===== src/verilog/arch_defs_pkg.sv =====
package arch_defs_pkg;

    // Width of one UART data word.
    localparam int DATA_WIDTH = 8;

    // One transmitter FSM state per part of the frame.
    typedef enum logic [1:0] {
        S_UART_TX_IDLE      = 2'b00,   // Line high, waiting for a start pulse.
        S_UART_TX_START     = 2'b01,   // Start bit, line low.
        S_UART_TX_SEND_DATA = 2'b10,   // Data bits, LSB first.
        S_UART_TX_STOP      = 2'b11    // Stop bit, line high.
    } uart_fsm_state_t;

endpackage


===== src/verilog/uart_regs_pkg.sv =====
package uart_regs_pkg;

    // APB bus widths.
    localparam int APB_ADDR_WIDTH = 8;
    localparam int APB_DATA_WIDTH = 32;

    // Register map.
    // Channel n data register sits at ADDR_TX_DATA_BASE + 4*n.
    localparam logic [APB_ADDR_WIDTH-1:0] ADDR_TX_DATA_BASE = 8'h00;
    localparam logic [APB_ADDR_WIDTH-1:0] ADDR_STATUS       = 8'h20;   // Read-only busy bits.
    localparam logic [APB_ADDR_WIDTH-1:0] ADDR_DONE         = 8'h24;   // Sticky W1C flags.
    localparam logic [APB_ADDR_WIDTH-1:0] ADDR_IRQ_EN       = 8'h28;   // Interrupt enables.

endpackage


===== src/verilog/uart_transmitter.sv =====
`timescale 1ns/1ns

module uart_transmitter #(
    parameter int CLOCK_SPEED = 50_000_000,
    parameter int BAUD_RATE   = 115_200
) (
    input  logic                                clk,
    input  logic                                reset,

    input  logic [arch_defs_pkg::DATA_WIDTH-1:0] i_tx_data,
    input  logic                                i_tx_start,

    output logic                                o_tx_busy,
    output logic                                o_tx_serial
);

    localparam int DW             = arch_defs_pkg::DATA_WIDTH;
    localparam int CYCLES_PER_BIT = CLOCK_SPEED / BAUD_RATE;
    localparam int BIT_CNT_W      = $clog2(DW);
    localparam int BAUD_CNT_W     = $clog2(CYCLES_PER_BIT + 1);   // Count reaches CYCLES_PER_BIT.

    localparam logic LINE_IDLE  = 1'b1;
    localparam logic LINE_START = 1'b0;
    localparam logic LINE_STOP  = 1'b1;

    arch_defs_pkg::uart_fsm_state_t current_state, next_state;

    logic [DW-1:0]         shift_reg;
    logic [BIT_CNT_W-1:0]  bit_count, next_bit_count;
    logic [BAUD_CNT_W-1:0] baud_count, next_baud_count;
    logic                  busy_next;
    logic                  event_end_of_bit;

    logic cmd_enable_baud_count;
    logic cmd_reset_baud_count;
    logic cmd_latch_data;
    logic cmd_shift_data;

    always_comb begin
        next_state     = current_state;
        next_bit_count = bit_count;
        o_tx_serial    = LINE_IDLE;
        busy_next      = 1'b0;

        cmd_enable_baud_count = 1'b0;
        cmd_reset_baud_count  = 1'b0;
        cmd_latch_data        = 1'b0;
        cmd_shift_data        = 1'b0;

        case (current_state)
            arch_defs_pkg::S_UART_TX_IDLE: begin
                if (i_tx_start) begin
                    busy_next            = 1'b1;
                    cmd_latch_data       = 1'b1;
                    cmd_reset_baud_count = 1'b1;
                    next_bit_count       = '0;
                    next_state           = arch_defs_pkg::S_UART_TX_START;
                end
            end

            arch_defs_pkg::S_UART_TX_START: begin
                o_tx_serial           = LINE_START;
                busy_next             = 1'b1;
                cmd_enable_baud_count = 1'b1;
                if (event_end_of_bit) begin
                    cmd_reset_baud_count = 1'b1;
                    next_state           = arch_defs_pkg::S_UART_TX_SEND_DATA;
                end
            end

            arch_defs_pkg::S_UART_TX_SEND_DATA: begin
                o_tx_serial           = shift_reg[0];   // LSB goes out first.
                busy_next             = 1'b1;
                cmd_enable_baud_count = 1'b1;
                if (event_end_of_bit) begin
                    cmd_shift_data       = 1'b1;
                    cmd_reset_baud_count = 1'b1;
                    if (bit_count == BIT_CNT_W'(DW - 1)) begin
                        next_bit_count = '0;
                        next_state     = arch_defs_pkg::S_UART_TX_STOP;
                    end else begin
                        next_bit_count = bit_count + 1'b1;
                    end
                end
            end

            arch_defs_pkg::S_UART_TX_STOP: begin
                o_tx_serial           = LINE_STOP;
                busy_next             = 1'b1;
                cmd_enable_baud_count = 1'b1;
                if (event_end_of_bit) begin
                    busy_next            = 1'b0;   // Busy drops as the stop bit ends.
                    cmd_reset_baud_count = 1'b1;
                    next_state           = arch_defs_pkg::S_UART_TX_IDLE;
                end
            end

            default: begin
                next_state = arch_defs_pkg::S_UART_TX_IDLE;
            end
        endcase
    end

    always_ff @(posedge clk) begin
        if (reset) begin
            current_state <= arch_defs_pkg::S_UART_TX_IDLE;
            bit_count     <= '0;
            o_tx_busy     <= 1'b0;
        end else begin
            current_state <= next_state;
            bit_count     <= next_bit_count;
            o_tx_busy     <= busy_next;
        end
    end

    // Shift register refills with ones from the top.
    always_ff @(posedge clk) begin
        if (cmd_latch_data) begin
            shift_reg <= i_tx_data;
        end else if (cmd_shift_data) begin
            shift_reg <= {1'b1, shift_reg[DW-1:1]};
        end
    end

    // Baud counter
    always_comb begin
        next_baud_count = baud_count;
        if (cmd_reset_baud_count) begin
            next_baud_count = '0;
        end else if (cmd_enable_baud_count) begin
            next_baud_count = baud_count + 1'b1;
        end
    end

    always_ff @(posedge clk) begin
        if (reset) begin
            baud_count       <= '0;
            event_end_of_bit <= 1'b0;
        end else begin
            baud_count       <= next_baud_count;
            // Registered, so each bit lasts CYCLES_PER_BIT+1 clocks.
            event_end_of_bit <= cmd_enable_baud_count &&
                                (baud_count == BAUD_CNT_W'(CYCLES_PER_BIT - 1));
        end
    end

endmodule


===== src/verilog/uart_apb_regs.sv =====
`timescale 1ns/1ns

module uart_apb_regs #(
    parameter int NUM_CHANNELS = 4
) (
    input  logic                                      clk,
    input  logic                                      reset,

    input  logic                                      i_psel,
    input  logic                                      i_penable,
    input  logic                                      i_pwrite,
    input  logic [uart_regs_pkg::APB_ADDR_WIDTH-1:0]  i_paddr,
    input  logic [uart_regs_pkg::APB_DATA_WIDTH-1:0]  i_pwdata,
    output logic [uart_regs_pkg::APB_DATA_WIDTH-1:0]  o_prdata,

    input  logic [NUM_CHANNELS-1:0]                   i_tx_busy,
    input  logic [NUM_CHANNELS-1:0]                   i_done,

    output logic [NUM_CHANNELS-1:0][arch_defs_pkg::DATA_WIDTH-1:0] o_tx_data,
    output logic [NUM_CHANNELS-1:0]                   o_tx_start,
    output logic [NUM_CHANNELS-1:0]                   o_done_clear,
    output logic [NUM_CHANNELS-1:0]                   o_irq_en
);

    localparam int DW = arch_defs_pkg::DATA_WIDTH;
    localparam int AW = uart_regs_pkg::APB_ADDR_WIDTH;
    localparam int PW = uart_regs_pkg::APB_DATA_WIDTH;

    typedef logic [AW-1:0] addr_t;

    logic                    wr_access;   // Access phase of a write.
    logic                    rd_setup;    // Setup phase of a read.
    logic [NUM_CHANNELS-1:0] data_hit;
    logic                    status_hit;
    logic                    done_hit;
    logic                    irq_en_hit;
    logic [PW-1:0]           rd_mux;

    assign wr_access = i_psel & i_penable & i_pwrite;
    assign rd_setup  = i_psel & ~i_penable & ~i_pwrite;

    // Address decode.
    always_comb begin
        for (int ch = 0; ch < NUM_CHANNELS; ch++) begin
            data_hit[ch] = (i_paddr == uart_regs_pkg::ADDR_TX_DATA_BASE + addr_t'(4 * ch));
        end
    end

    assign status_hit = (i_paddr == uart_regs_pkg::ADDR_STATUS);
    assign done_hit   = (i_paddr == uart_regs_pkg::ADDR_DONE);
    assign irq_en_hit = (i_paddr == uart_regs_pkg::ADDR_IRQ_EN);

    // Data words.
    always_ff @(posedge clk) begin
        for (int ch = 0; ch < NUM_CHANNELS; ch++) begin
            if (wr_access && data_hit[ch]) begin
                o_tx_data[ch] <= i_pwdata[DW-1:0];
            end
        end
    end

    always_ff @(posedge clk) begin
        if (reset) begin
            o_tx_start   <= '0;
            o_done_clear <= '0;
            o_irq_en     <= '0;
        end else begin
            o_tx_start   <= data_hit & {NUM_CHANNELS{wr_access}};   // One cycle pulse.
            o_done_clear <= (wr_access && done_hit) ? i_pwdata[NUM_CHANNELS-1:0] : '0;
            if (wr_access && irq_en_hit) begin
                o_irq_en <= i_pwdata[NUM_CHANNELS-1:0];
            end
        end
    end

    // Read mux. Unmapped addresses fall through as zero.
    always_comb begin
        rd_mux = '0;
        for (int ch = 0; ch < NUM_CHANNELS; ch++) begin
            if (data_hit[ch]) begin
                rd_mux[DW-1:0] = o_tx_data[ch];
            end
        end
        if (status_hit) begin
            rd_mux[NUM_CHANNELS-1:0] = i_tx_busy;
        end
        if (done_hit) begin
            rd_mux[NUM_CHANNELS-1:0] = i_done;
        end
        if (irq_en_hit) begin
            rd_mux[NUM_CHANNELS-1:0] = o_irq_en;
        end
    end

    // Captured at the end of setup and held through the access cycle.
    always_ff @(posedge clk) begin
        if (reset) begin
            o_prdata <= '0;
        end else if (rd_setup) begin
            o_prdata <= rd_mux;
        end
    end

endmodule


===== src/verilog/uart_tx_done_collector.sv =====
`timescale 1ns/1ns

module uart_tx_done_collector #(
    parameter int NUM_CHANNELS = 4
) (
    input  logic                    clk,
    input  logic                    reset,

    input  logic [NUM_CHANNELS-1:0] i_tx_busy,
    input  logic [NUM_CHANNELS-1:0] i_done_clear,
    input  logic [NUM_CHANNELS-1:0] i_irq_en,

    output logic [NUM_CHANNELS-1:0] o_done,
    output logic                    o_irq
);

    logic [NUM_CHANNELS-1:0] busy_q;
    logic [NUM_CHANNELS-1:0] busy_fell;

    assign busy_fell = busy_q & ~i_tx_busy;   // End of a frame.

    always_ff @(posedge clk) begin
        if (reset) begin
            busy_q <= '0;
            o_done <= '0;
        end else begin
            busy_q <= i_tx_busy;
            // A new frame end beats a clear in the same cycle.
            o_done <= (o_done & ~i_done_clear) | busy_fell;
        end
    end

    assign o_irq = |(o_done & i_irq_en);

endmodule


===== src/verilog/uart_tx_array.sv =====
`timescale 1ns/1ns

module uart_tx_array #(
    parameter int NUM_CHANNELS = 4,            // At most 8.
    parameter int CLOCK_SPEED  = 50_000_000,
    parameter int BAUD_RATE    = 115_200
) (
    input  logic                                      clk,
    input  logic                                      reset,

    input  logic                                      i_psel,
    input  logic                                      i_penable,
    input  logic                                      i_pwrite,
    input  logic [uart_regs_pkg::APB_ADDR_WIDTH-1:0]  i_paddr,
    input  logic [uart_regs_pkg::APB_DATA_WIDTH-1:0]  i_pwdata,
    output logic [uart_regs_pkg::APB_DATA_WIDTH-1:0]  o_prdata,

    output logic [NUM_CHANNELS-1:0]                   o_txd,
    output logic                                      o_irq
);

    logic [NUM_CHANNELS-1:0][arch_defs_pkg::DATA_WIDTH-1:0] tx_data;
    logic [NUM_CHANNELS-1:0] tx_start;
    logic [NUM_CHANNELS-1:0] tx_busy;
    logic [NUM_CHANNELS-1:0] done;
    logic [NUM_CHANNELS-1:0] done_clear;
    logic [NUM_CHANNELS-1:0] irq_en;

    uart_apb_regs #(
        .NUM_CHANNELS (NUM_CHANNELS)
    ) i_uart_apb_regs (
        .clk          (clk),
        .reset        (reset),
        .i_psel       (i_psel),
        .i_penable    (i_penable),
        .i_pwrite     (i_pwrite),
        .i_paddr      (i_paddr),
        .i_pwdata     (i_pwdata),
        .o_prdata     (o_prdata),
        .i_tx_busy    (tx_busy),
        .i_done       (done),
        .o_tx_data    (tx_data),
        .o_tx_start   (tx_start),
        .o_done_clear (done_clear),
        .o_irq_en     (irq_en)
    );

    // One transmitter per channel.
    for (genvar ch = 0; ch < NUM_CHANNELS; ch++) begin : g_channel
        uart_transmitter #(
            .CLOCK_SPEED (CLOCK_SPEED),
            .BAUD_RATE   (BAUD_RATE)
        ) i_uart_transmitter (
            .clk         (clk),
            .reset       (reset),
            .i_tx_data   (tx_data[ch]),
            .i_tx_start  (tx_start[ch]),
            .o_tx_busy   (tx_busy[ch]),
            .o_tx_serial (o_txd[ch])
        );
    end

    uart_tx_done_collector #(
        .NUM_CHANNELS (NUM_CHANNELS)
    ) i_uart_tx_done_collector (
        .clk          (clk),
        .reset        (reset),
        .i_tx_busy    (tx_busy),
        .i_done_clear (done_clear),
        .i_irq_en     (irq_en),
        .o_done       (done),
        .o_irq        (o_irq)
    );

endmodule


===== config.mk =====
export PLATFORM = sky130hd
export DESIGN_NAME = uart_tx_array
export DESIGN_NICKNAME = d
export VERILOG_FILES = /design/src/verilog/arch_defs_pkg.sv /design/src/verilog/uart_regs_pkg.sv /design/src/verilog/uart_transmitter.sv /design/src/verilog/uart_apb_regs.sv /design/src/verilog/uart_tx_done_collector.sv /design/src/verilog/uart_tx_array.sv
export SDC_FILE = /design/constraint.sdc
export NUM_CORES = 1
export LEC_CHECK = 0
export BUFFER_PORTS_ARGS = -buffer_cell sky130_fd_sc_hd__buf_2
export CAP_MARGIN = 20
export CELL_PAD_IN_SITES_DETAIL_PLACEMENT = 1
export CELL_PAD_IN_SITES_GLOBAL_PLACEMENT = 2
export CORE_ASPECT_RATIO = 2
export CORE_MARGIN = 5
export CORE_UTILIZATION = 41
export DETAILED_ROUTE_END_ITERATION = 10
export GPL_ROUTABILITY_DRIVEN = 0
export PLACE_DENSITY = 0.86
export SYNTH_ARGS = -nofsm -noshare
export SYNTH_HDL_FRONTEND = slang
export SYNTH_SLANG_ARGS = --single-unit
export TNS_END_PERCENT = 1

===== constraint.sdc =====
create_clock -name clk -period 4.66 [get_ports clk]
set_input_delay 0.233 -clock clk [delete_from_list [all_inputs] [get_ports clk]]
set_output_delay 0.233 -clock clk [all_outputs]
set_load 0.005 [all_outputs]

=== Word level (Yosys, flattened, before mapping) ===
Index checks and enable logic that the tools add are counted.

* Register bits after elaboration: 156
* Input port bits: 45
* Output and inout bits: 37
* Word-level logic and storage cells: 238

* Add/subtract/negate cells: 8
* Equal/unequal tests: 46
* Multiplexer cells: 91
* Bitwise operators: 14
* Reductions and logical operators: 45

{| class="wikitable"
|+ Operator list
! operator !! count
|-
| 8-bit 2-to-1 mux || 12
|-
| 2-bit 2-to-1 mux || 20
|-
| 9-bit by 1-bit adder with 9-bit output (second input constant) || 4
|-
| 9-bit equality test (second input constant) || 4
|-
| 3-bit 2-to-1 mux || 12
|-
| 2-bit by 1-bit != test with 1-bit output (second input constant) || 16
|-
| 2-bit one-hot mux with 4 select lines || 4
|-
| 8-bit by 6-bit equality test with 1-bit output (second input constant) || 3
|-
| 1-bit 2-to-1 mux || 24
|-
| 3-bit one-hot mux with 2 select lines || 4
|-
| 5-bit AND reduction || 4
|-
| 2-bit OR reduction || 9
|-
| 4-bit AND || 4
|-
| 2-bit equality test (second input constant) || 8
|-
| 8-bit by 4-bit equality test with 1-bit output (second input constant) || 2
|-
| 1-bit one-hot mux with 2 select lines || 8
|-
| 2-bit nonzero test || 8
|-
| 3-bit by 1-bit adder with 3-bit output (second input constant) || 4
|-
| 3-bit equality test (second input constant) || 4
|-
| 4-bit 2-to-1 mux || 3
|-
| 1-bit one-hot mux with 3 select lines || 4
|-
| 3-bit AND reduction || 4
|-
| 3-bit OR reduction || 4
|-
| 1-bit logical AND || 10
|-
| 10 further kinds || 25
|}

=== Longest topological paths before layout ===
Gate-level depths: netlist of run 1.

* Word-level depth: 8
* Mapped depth: 7
* Depth with buffers taken out: 6

=== Hierarchy ===
Synthesis of run 1 repeated with hierarchy kept, for this count alone.

* Cell total of the unflattened synthesis: 655
* Area total of the unflattened synthesis: 7,325.8 um2

{| class="wikitable"
|+ Modules (own cells, without submodules)
! module !! instances !! cells each !! area an instance (um2) !! sequential area each (um2)
|-
| uart_transmitter (g_channel[0].i_uart_transmitter ...) || 3 || 114 || 1,204.9 || 560.5
|-
| uart_apb_regs || 1 || 171 || 2,235.9 || 1,361.3
|-
| uart_transmitter (g_channel[3].i_uart_transmitter) || 1 || 115 || 1,201.2 || 560.5
|-
| uart_tx_done_collector || 1 || 27 || 274.0 || 160.2
|}

=== Least setup slack after synthesis of run 1 ===
OpenSTA, ideal clock, no wires.

* Kind: input to register
* From: input port i_paddr[5] (netlist name)
* To: register i_uart_apb_regs.o_tx_data[0] (netlist name) (enable)
* Library setup time: 383 ps
* Arrival time: 1,694 ps
* Data required time: 4,277 ps
* Setup slack: 2,583 ps
* Stages on the path: 5
* Path buffers: 1
* Path through: nor4_1 -> and2_1 -> buf_2 -> nand2_1 -> nor3_1

* Longest elaborated chain between the ends: 2

{| class="wikitable"
|+ Ends and longest elaborated chain
! what !! RTL line !! source
|-
| start, declared || uart_tx_array.sv:14 || <nowiki>input logic [uart_regs_pkg::APB_ADDR_WIDTH-1:0] i_paddr,</nowiki>
|-
| 8-bit zero test || uart_apb_regs.sv:45 || <nowiki>data_hit[ch] = (i_paddr == uart_regs_pkg::ADDR_TX_DATA_BASE + addr_t'(4 * ch));</nowiki>
|-
| 1-bit logical AND || uart_apb_regs.sv:56 || <nowiki>if (wr_access && data_hit[ch]) begin</nowiki>
|-
| end signal, assigned by index || uart_apb_regs.sv:57 || <nowiki>o_tx_data[ch] <= i_pwdata[DW-1:0];</nowiki>
|-
| end, declared || uart_apb_regs.sv:19 || <nowiki>output logic [NUM_CHANNELS-1:0][arch_defs_pkg::DATA_WIDTH-1:0] o_tx_data,</nowiki>
|}

Every way passes these cells.
A chain may end at the register's enable or synchronous reset.

=== Final worst setup path of run 1 ===
* From: input port i_paddr[5] (netlist name)
* To: register i_uart_apb_regs.o_tx_data[20] (netlist name) (enable)

* Longest elaborated chain between the ends: 2

{| class="wikitable"
|+ Ends and longest elaborated chain
! what !! RTL line
|-
| 8-bit by 4-bit equality test with 1-bit output || uart_apb_regs.sv:45
|-
| 1-bit logical AND || uart_apb_regs.sv:56
|}

Every way passes these cells.

==> metrics.csv, run 1 <==
stage,metric,value,unit
power,peakVddDrop,339,µV
global_routing,grt_max_degree,45,
setup_path,critPathMaxStageDelay,0.67,ns
drt,drtPass1Iterations,5,
sta,clock_skew,0.00677,ns
setup_path,reg2reg_depth,6,
synth,syn-cell-area,7110,µm²
layout,num-nets-final,764,
synth,yosys_warnings,0,
power,p_sw_share,25.7,%
clock_tree,clock_latency,0.42,ns
synth,ys_types,60,
sta,setup_viol,0,
layout,n_fill_cell,1880,
die,start_util,41.4,%
drt,vias,4964,
sta,drv_slew,0,
sta,tightestPinTransition,0.986,ns
synth,synth-compound-area-share,8.90,%
min_path,min_path_cells,1,
synth,synth_xor_xnor_area_share,2.83,%
clock_tree,postCtsSetupRepairBufs,0,
synth,synth_top_family_by_area,simple AND/OR/NAND/NOR gates,
power,pwr-share-seq,47.2,%
synth,async_flop_share,0,%
min_path,worstHoldStart,i_pwdata[6],
run_status,status,"finished, final reports clean",
layout,num_antenna_cells,0,
sta,tns,0,ns
min_path,hold_path_end,i_uart_apb_regs.o_tx_data[14]$_DFFE_PP_,
drt,drtAntennaViolNets,0,
power,p_per_area,398,nW/µm²
synth,synth_ff_type,dfxtp_1,
setup_path,critical_path_buf_inv_count,1,
setup_path,r2r_slack,2.47,ns
clock_tree,cts_tree,done,
sta,maxSlewHeadroom,34.0,%
setup_path,worstPathMaxFanout,8,
clock_tree,clk_path_buf_depth,2,
drt,routedWlPerCell,19.1,µm
die,die_area,20200,µm²
synth,synthSimpleGateAreaFrac,16.6,%
layout,synthToLayoutAreaGrowth,11.4,%
power,switchingPower,0.000811,W
die,core.rowCount,68,
run,maxCapViolCount,0,
placement,postPlaceCellArea,7340,µm²
setup_path,end_kind,flop,
global_routing,grt-busiest-layer,met2,
synth,avgSynthCellArea,10.8,µm²
drt,drt_iter0_drc,201,
global_routing,grt_use_met1,16.1,%
die,die_x,103,µm
global_routing,grt_overflow,0,
layout,final_cells,910,
clock_tree,h-tree-depth,4,
layout,largest_register_ffs,36,
sta,rsz0062_at_grt,no,
global_routing,antenna_found_initial,0,
layout,layout-drive-gt1-share,16.3,%
layout,stdcell_area,7920,µm²
drt,vias_per_cell,5.45,
power,p_clk_share,42.2,%
synth,muxShareOfSynthArea,7.74,%
clock_tree,cts_resized,0,
setup_path,worstSetupPathType,input port to flop,
clock_tree,cts.sinks,156,
global_routing,grt_pass1_wl,27.9,mm
placement,place.detailed.hpwl,13.3,mm
sta,post-route-period-util,48.0,%
global_routing,grt_use_met2,35.6,%
global_routing,gr-usage-met3,4.06,%
power,p_comb_share,10.6,%
setup_path,rr_endpoint,g_channel[2].i_uart_transmitter.bit_count[0]$_SDFFE_PP0P_,
synth,synth_edf_count,64,
drt,wl,17.3,mm
die,dieHeight,196,µm
drt,drc,0,
clock_tree,ctsHoldBuffers,0,
synth,ys_seq_area_share,52.9,%
sta,period_minus_slack,2.24,ns
power,total_leakage_power,2.92,nW
die,num_io_pins,82,
sta,hold_violations,0,
setup_path,cpMaxStageDelayCell,nor4_1,
sta,max_freq,447,MHz
placement,portBuffers,33,
clock_tree,cts_root_buf,clkbuf_16,
setup_path,worstPathCellList,"buf_2, nor4_1, and2_1, nand2_1, nor2_1",
global_routing,grt.total_usage,18.1,%
setup_path,cp.required,4.72,ns
setup_path,cp_top_family,simple AND/OR/NAND/NOR gates,
synth,syn_inst,656,
clock_tree,clkTransAtPathRegs,0.06,ns
synth,synthAdderAreaFrac,5.63,%
placement,dp_cells,876,
global_routing,grt_pass1_vias,5544,
setup_path,arrival,2.29,ns
min_path,hold_class,input port to flop,
setup_path,critPathLaunchType,input port,
die,core-area,17200,µm²
clock_tree,numCtsBuffers,17,
synth,ys_seq_elements,156,
power,p_int,0.00235,W
layout by cell type, fill, tap and decap left out, types with 4 or more instances in the layout:
cell type / Yosys / routed
mux2_2: 32 / 32
and3_1: 7 / 7
nand2_1: 41 / 41
clkinvlp_4: 0 / 4
nand2b_1: 15 / 15
xnor2_1: 8 / 8
or2_2: 5 / 5
o21ai_0: 16 / 16
inv_1: 24 / 24
ha_1: 32 / 32
buf_2: 8 / 35
clkbuf_16: 0 / 17
a21oi_1: 34 / 34
nor2_1: 69 / 69
nor2b_1: 13 / 13
and4b_1: 5 / 5
mux4_2: 4 / 4
or3_1: 10 / 10
mux2i_1: 10 / 10
edfxtp_1: 64 / 64
conb_1: 1 / 24
nor3_1: 15 / 15
nand4_1: 8 / 8
dfxtp_1: 92 / 92
and2_1: 5 / 5
nand3_1: 16 / 16
xor2_1: 15 / 15
a211oi_1: 9 / 9
o211ai_1: 9 / 9
cell usage after synthesis (all sizes together) (3+ instances only):
master  count  area [µm²]
dfxtp      92        1840
nor2       69         259
edfxtp     64        1920
nand2      41         154
buf        36         250
a21oi      34         170
ha         32         400
mux2       32         360
inv        24        90.1
nand3      16        80.1
o21ai      16        80.1
nand2b     15        93.8
nor3       15        75.1
xor2       15         131
nor2b      13        81.3
clkbuf     11        41.3
mux2i      10         100
or3        10        62.6
a211oi      9        67.6
o211ai      9        67.6
and3        8        51.3
nand4       8        50.1
xnor2       8        70.1
and2        6        37.5
and4b       5        50.1
or2         5        31.3
mux4        4        90.1
nor3b       4        35.0
nand4b      3        26.3
o22ai       3        18.8
or4b        3        30.0
stage by stage:
step                util (%)  setup slack [ns]  total power [W]  hold WS (ns)
global placement        42.7              1.86          0.00183         0.435
floorplan                  -              2.58          0.00178         0.332
global route            46.1              2.34          0.00329        0.0166
CTS                     46.0              2.11          0.00319        0.0166
finish                  46.1              2.42          0.00316        0.0354
detailed placement      42.7              1.66          0.00185         0.447
metal layers:
| layer | part of all wire [%] | up-vias |
|---|---|---|
| met3 | 3.4 | 40 |
| met2 | 60 | 88 |
| met4 | 4.1 | 0 |
| li1 | - | 2353 |
| met5 | 0 | - |
| met1 | 33 | 2483 |
layout make-up:
| cell class | instances | area, µm² | share of cell area [%] |
|---|---|---|---|
| multi-input combinational | 452 | 3050 | 38.6 |
| clock buffer | 19 | 453 | 5.72 |
| timing repair buffer | 36 | 183 | 2.31 |
| inverter | 24 | 90.1 | 1.14 |
| tap | 210 | 263 | 3.32 |
| sequential | 156 | 3760 | 47.5 |
| clock inverter | 13 | 116 | 1.47 |
how the worst max path moves through the flow:
stage	depth (start not counted)	slack [ns]	end	from
2_1_floorplan	5	2.58	i_uart_apb_regs.o_tx_data[0]$_DFFE_PP_	i_paddr[5]
3_3_place_gp	5	1.86	i_uart_apb_regs.o_tx_data[7]$_DFFE_PP_	i_paddr[5]
3_5_place_dp	5	1.66	i_uart_apb_regs.o_tx_data[5]$_DFFE_PP_	i_paddr[5]
4_1_cts	5	2.11	i_uart_apb_regs.o_tx_data[4]$_DFFE_PP_	i_paddr[5]
5_1_grt	5	2.34	i_uart_apb_regs.o_tx_data[11]$_DFFE_PP_	i_paddr[5]
6_report	5	2.42	i_uart_apb_regs.o_tx_data[20]$_DFFE_PP_	i_paddr[5]
cell families (layout without fill, tap and decap cells):
logic type      after synthesis  after routing
compound gates               98             98
xor+xnor                     23             23
fa+ha+maj                    32             32
buf+inv                      71             92
flops                       156            156
mux                          46             46
other cells                   1             24
simple gates                229            229
power groups by stage:
stage               logic (W)  registers (W)  clock network (W)
floorplan            0.000268        0.00151                  0
global placement     0.000315        0.00152                  0
detailed placement   0.000335        0.00152                  0
CTS                  0.000339        0.00149            0.00136
global route         0.000375        0.00149            0.00142
finish               0.000335        0.00149            0.00133
Note: power is estimated with default switching activity, not from simulation.
==> inputs of run 2 (changes only) <==
- CORE_UTILIZATION: 41 -> 35
- PLACE_DENSITY: 0.86 -> 0.79
- clock period: 4.66 -> 1.92 ns (I/O delays scaled with it)
==> metrics.csv, run 2 (same netlist as run 1, synthesis figures left out) <==
stage,metric,value,unit,change
run_status,status,"finished, final reports clean",,
setup_path,reg2reg_depth,6,,unchanged
setup_path,worstPathMaxFanout,9,,+1
layout,ff_latch_area,3770,µm²,+0.23%
power,peakVddDrop,1180,µV,+250%
setup_path,critPathLaunchType,flop,,
clock_tree,clk_path_buf_depth,2,,unchanged
setup_path,arrival,2.26,ns,-0.03 ns
setup_path,cp_top_family,simple AND/OR/NAND/NOR gates,,
sta,clock_skew,0.00534,ns,-0.00143 ns
layout,largest_register_ffs,36,,unchanged
die,start_util,35.6,%,-5.8 points
sta,setup_viol,0,,unchanged
setup_path,rr_endpoint,g_channel[2].i_uart_transmitter.bit_count[0]$_SDFFE_PP0P_,,
setup_path,cp.required,2.28,ns,-2.44 ns
layout,n_fill_cell,2169,,+15%
min_path,hold_path_end,i_uart_apb_regs.o_prdata[0]$_SDFFE_PP0P_,,
drt,drc,0,,unchanged
die,num_io_pins,82,,unchanged
clock_tree,clock_latency,0.43,ns,about the same
setup_path,cpMaxStageDelayCell,or4b_2,,
drt,routedWlPerCell,17.9,µm,-5.9%
sta,max_freq,524,MHz,
sta,hold_violations,0,,unchanged
global_routing,grt.total_usage,15.6,%,-2.5 points
layout,layout_common_cells,"87 x dfxtp_1, 69 x nor2_1, 64 x edfxtp_1, 41 x nand2_1",,
layout,final_cells,998,,+9.7%
global_routing,grt_pass1_vias,5693,,+2.7%
layout,synthToLayoutAreaGrowth,18.1,%,
setup_path,critPathMaxStageDelay,0.67,ns,about the same
drt,vias_per_cell,5.09,,-6.7%
setup_path,worstSetupPathType,flop to flop,,
sta,post-route-period-util,99.3,%,
layout,num_antenna_cells,0,,unchanged
setup_path,r2r_slack,0.01,ns,-2.46 ns
placement,place.detailed.hpwl,13.2,mm,-0.59%
drt,wl,17.9,mm,+3.3%
power,total_leakage_power,3.13,nW,+7.3%
drt,vias,5081,,+2.4%
power,p_clk_share,42.9,%,+0.7 points
die,die_area,23400,µm²,+16%
setup_path,end_kind,flop,,
clock_tree,clkTransAtPathRegs,0.07,ns,about the same
sta,period_minus_slack,1.91,ns,
clock_tree,numCtsBuffers,17,,unchanged
min_path,worstHoldStart,i_paddr[0],,
power,switchingPower,0.00217,W,+170%
die,dieHeight,212,µm,+7.8%
layout,num-nets-final,800,,+4.7%
power,p_sw_share,27.3,%,+1.6 points
clock_tree,cts_tree,done,,
sta,tns,0,ns,unchanged
global_routing,grt_overflow,0,,unchanged
layout,layout-drive-gt1-share,21.9,%,+5.6 points
layout,post-route-util,42.0,%,-4.1 points
sta,fin_hold_ws,0.183,ns,+0.148 ns
drt,drtAntennaViolNets,0,,unchanged
drt,drtPass1Iterations,4,,-1
die,die_x,111,µm,+7.4%
power,p_per_area,948,nW/µm²,+140%
clock_tree,cts_root_buf,clkbuf_16,,
placement,portBuffers,33,,unchanged
min_path,min_path_cells,5,,+4
min_path,hold_class,input port to flop,,
sta,rsz0062_at_grt,yes,,
sta,drv_slew,0,,unchanged
sta,tightestPinTransition,0.571,ns,-0.415 ns
setup_path,worstPathCellList,"inv_1, ha_2, buf_4, o211ai_1, or4b_2, a21oi_2",,
layout,layout_commonest_cell,dfxtp_1,,
run,maxCapViolCount,0,,unchanged
power,p_comb_share,11.7,%,+1.1 points
clock_tree,cts.sinks,156,,unchanged
setup_path,critical_path_buf_inv_count,2,,+1
global_routing,grt_pass1_wl,28.9,mm,+3.5%
drt,drt_iter0_drc,185,,-8.0%
power,p_int,0.00579,W,+150%
die,core.rowCount,73,,+7.4%
die,core-area,20000,µm²,+16%
power,pwr-share-seq,45.4,%,-1.8 points
sta,maxSlewHeadroom,61.9,%,+28 points
global_routing,grt_max_degree,44,,-2.2%
clock_tree,h-tree-depth,4,,unchanged
global_routing,antenna_found_initial,0,,unchanged
layout,multiInputGateArea,3100,µm²,+1.5%
placement,dp_cells,957,,+9.2%
[run 2: timing repair]
item | in CTS | in global routing
setup endpoints to repair | 4 | 17
gates resized for setup | 3 | 15
gates cloned | 0 | 0
hold buffers | 8 | 0
buffers inserted | 1 | 0
endpoints found under the hold margin | 35 | 0
[run 2: worst min-delay path: stages]
cell and delay (ns):
buf_2 0.09, nor2_1 0.06, o211ai_1 0.08, o221ai_1 0.12, o311a_1 0.12
[run 2: worst max path at each step]
stage	cells past startpoint	end
4_1_cts	6	g_channel[2].i_uart_transmitter.bit_count[0]$_SDFFE_PP0P_
2_1_floorplan	5	g_channel[0].i_uart_transmitter.shift_reg[0]$_DFFE_PP_
3_3_place_gp	6	g_channel[2].i_uart_transmitter.bit_count[0]$_SDFFE_PP0P_
5_1_grt	6	g_channel[2].i_uart_transmitter.bit_count[0]$_SDFFE_PP0P_
6_report	6	g_channel[2].i_uart_transmitter.bit_count[0]$_SDFFE_PP0P_
3_5_place_dp	6	g_channel[2].i_uart_transmitter.bit_count[0]$_SDFFE_PP0P_
[run 2: power by group through the flow]
stage / clock network [W] / logic [W] / registers (W)
after CTS: 0.00348 / 0.000916 / 0.00361
after global placement: 0 / 0.000824 / 0.00367
after detailed placement: 0 / 0.000878 / 0.00369
after floorplan: 0 / 0.000650 / 0.00366
final: 0.00341 / 0.000929 / 0.00362
after global routing: 0.00361 / 0.00102 / 0.00363
[run 2: stage by stage]
stage | instance area (µm²) | power [W] | setup WS (ns)
floorplan | 7200 | 0.00431 | 0.0797
global placement | 7660 | 0.00450 | 0.134
detailed placement | 7660 | 0.00456 | -0.0914
CTS | 8350 | 0.00801 | -0.0188
global route | 8400 | 0.00826 | -0.0625
finish | 8400 | 0.00796 | 0.0133
[run 2: area by class of cell]
class / instances / share of cell area, %
Inverter: 24 / 1.12
Clock inverter: 15 / 2.12
Tap cell: 262 / 3.90
Timing Repair Buffer: 72 / 5.99
Sequential cell: 156 / 44.9
Clock buffer: 17 / 5.06
Multi-Input combinational cell: 452 / 36.9
[run 2: per-layer routing]
metal  GRT usage (%)  part of all wire, %
met3            2.43                  2.8
met1            14.4                   35
met4            8.42                  3.6
met2            31.9                   58
met5               0                    0
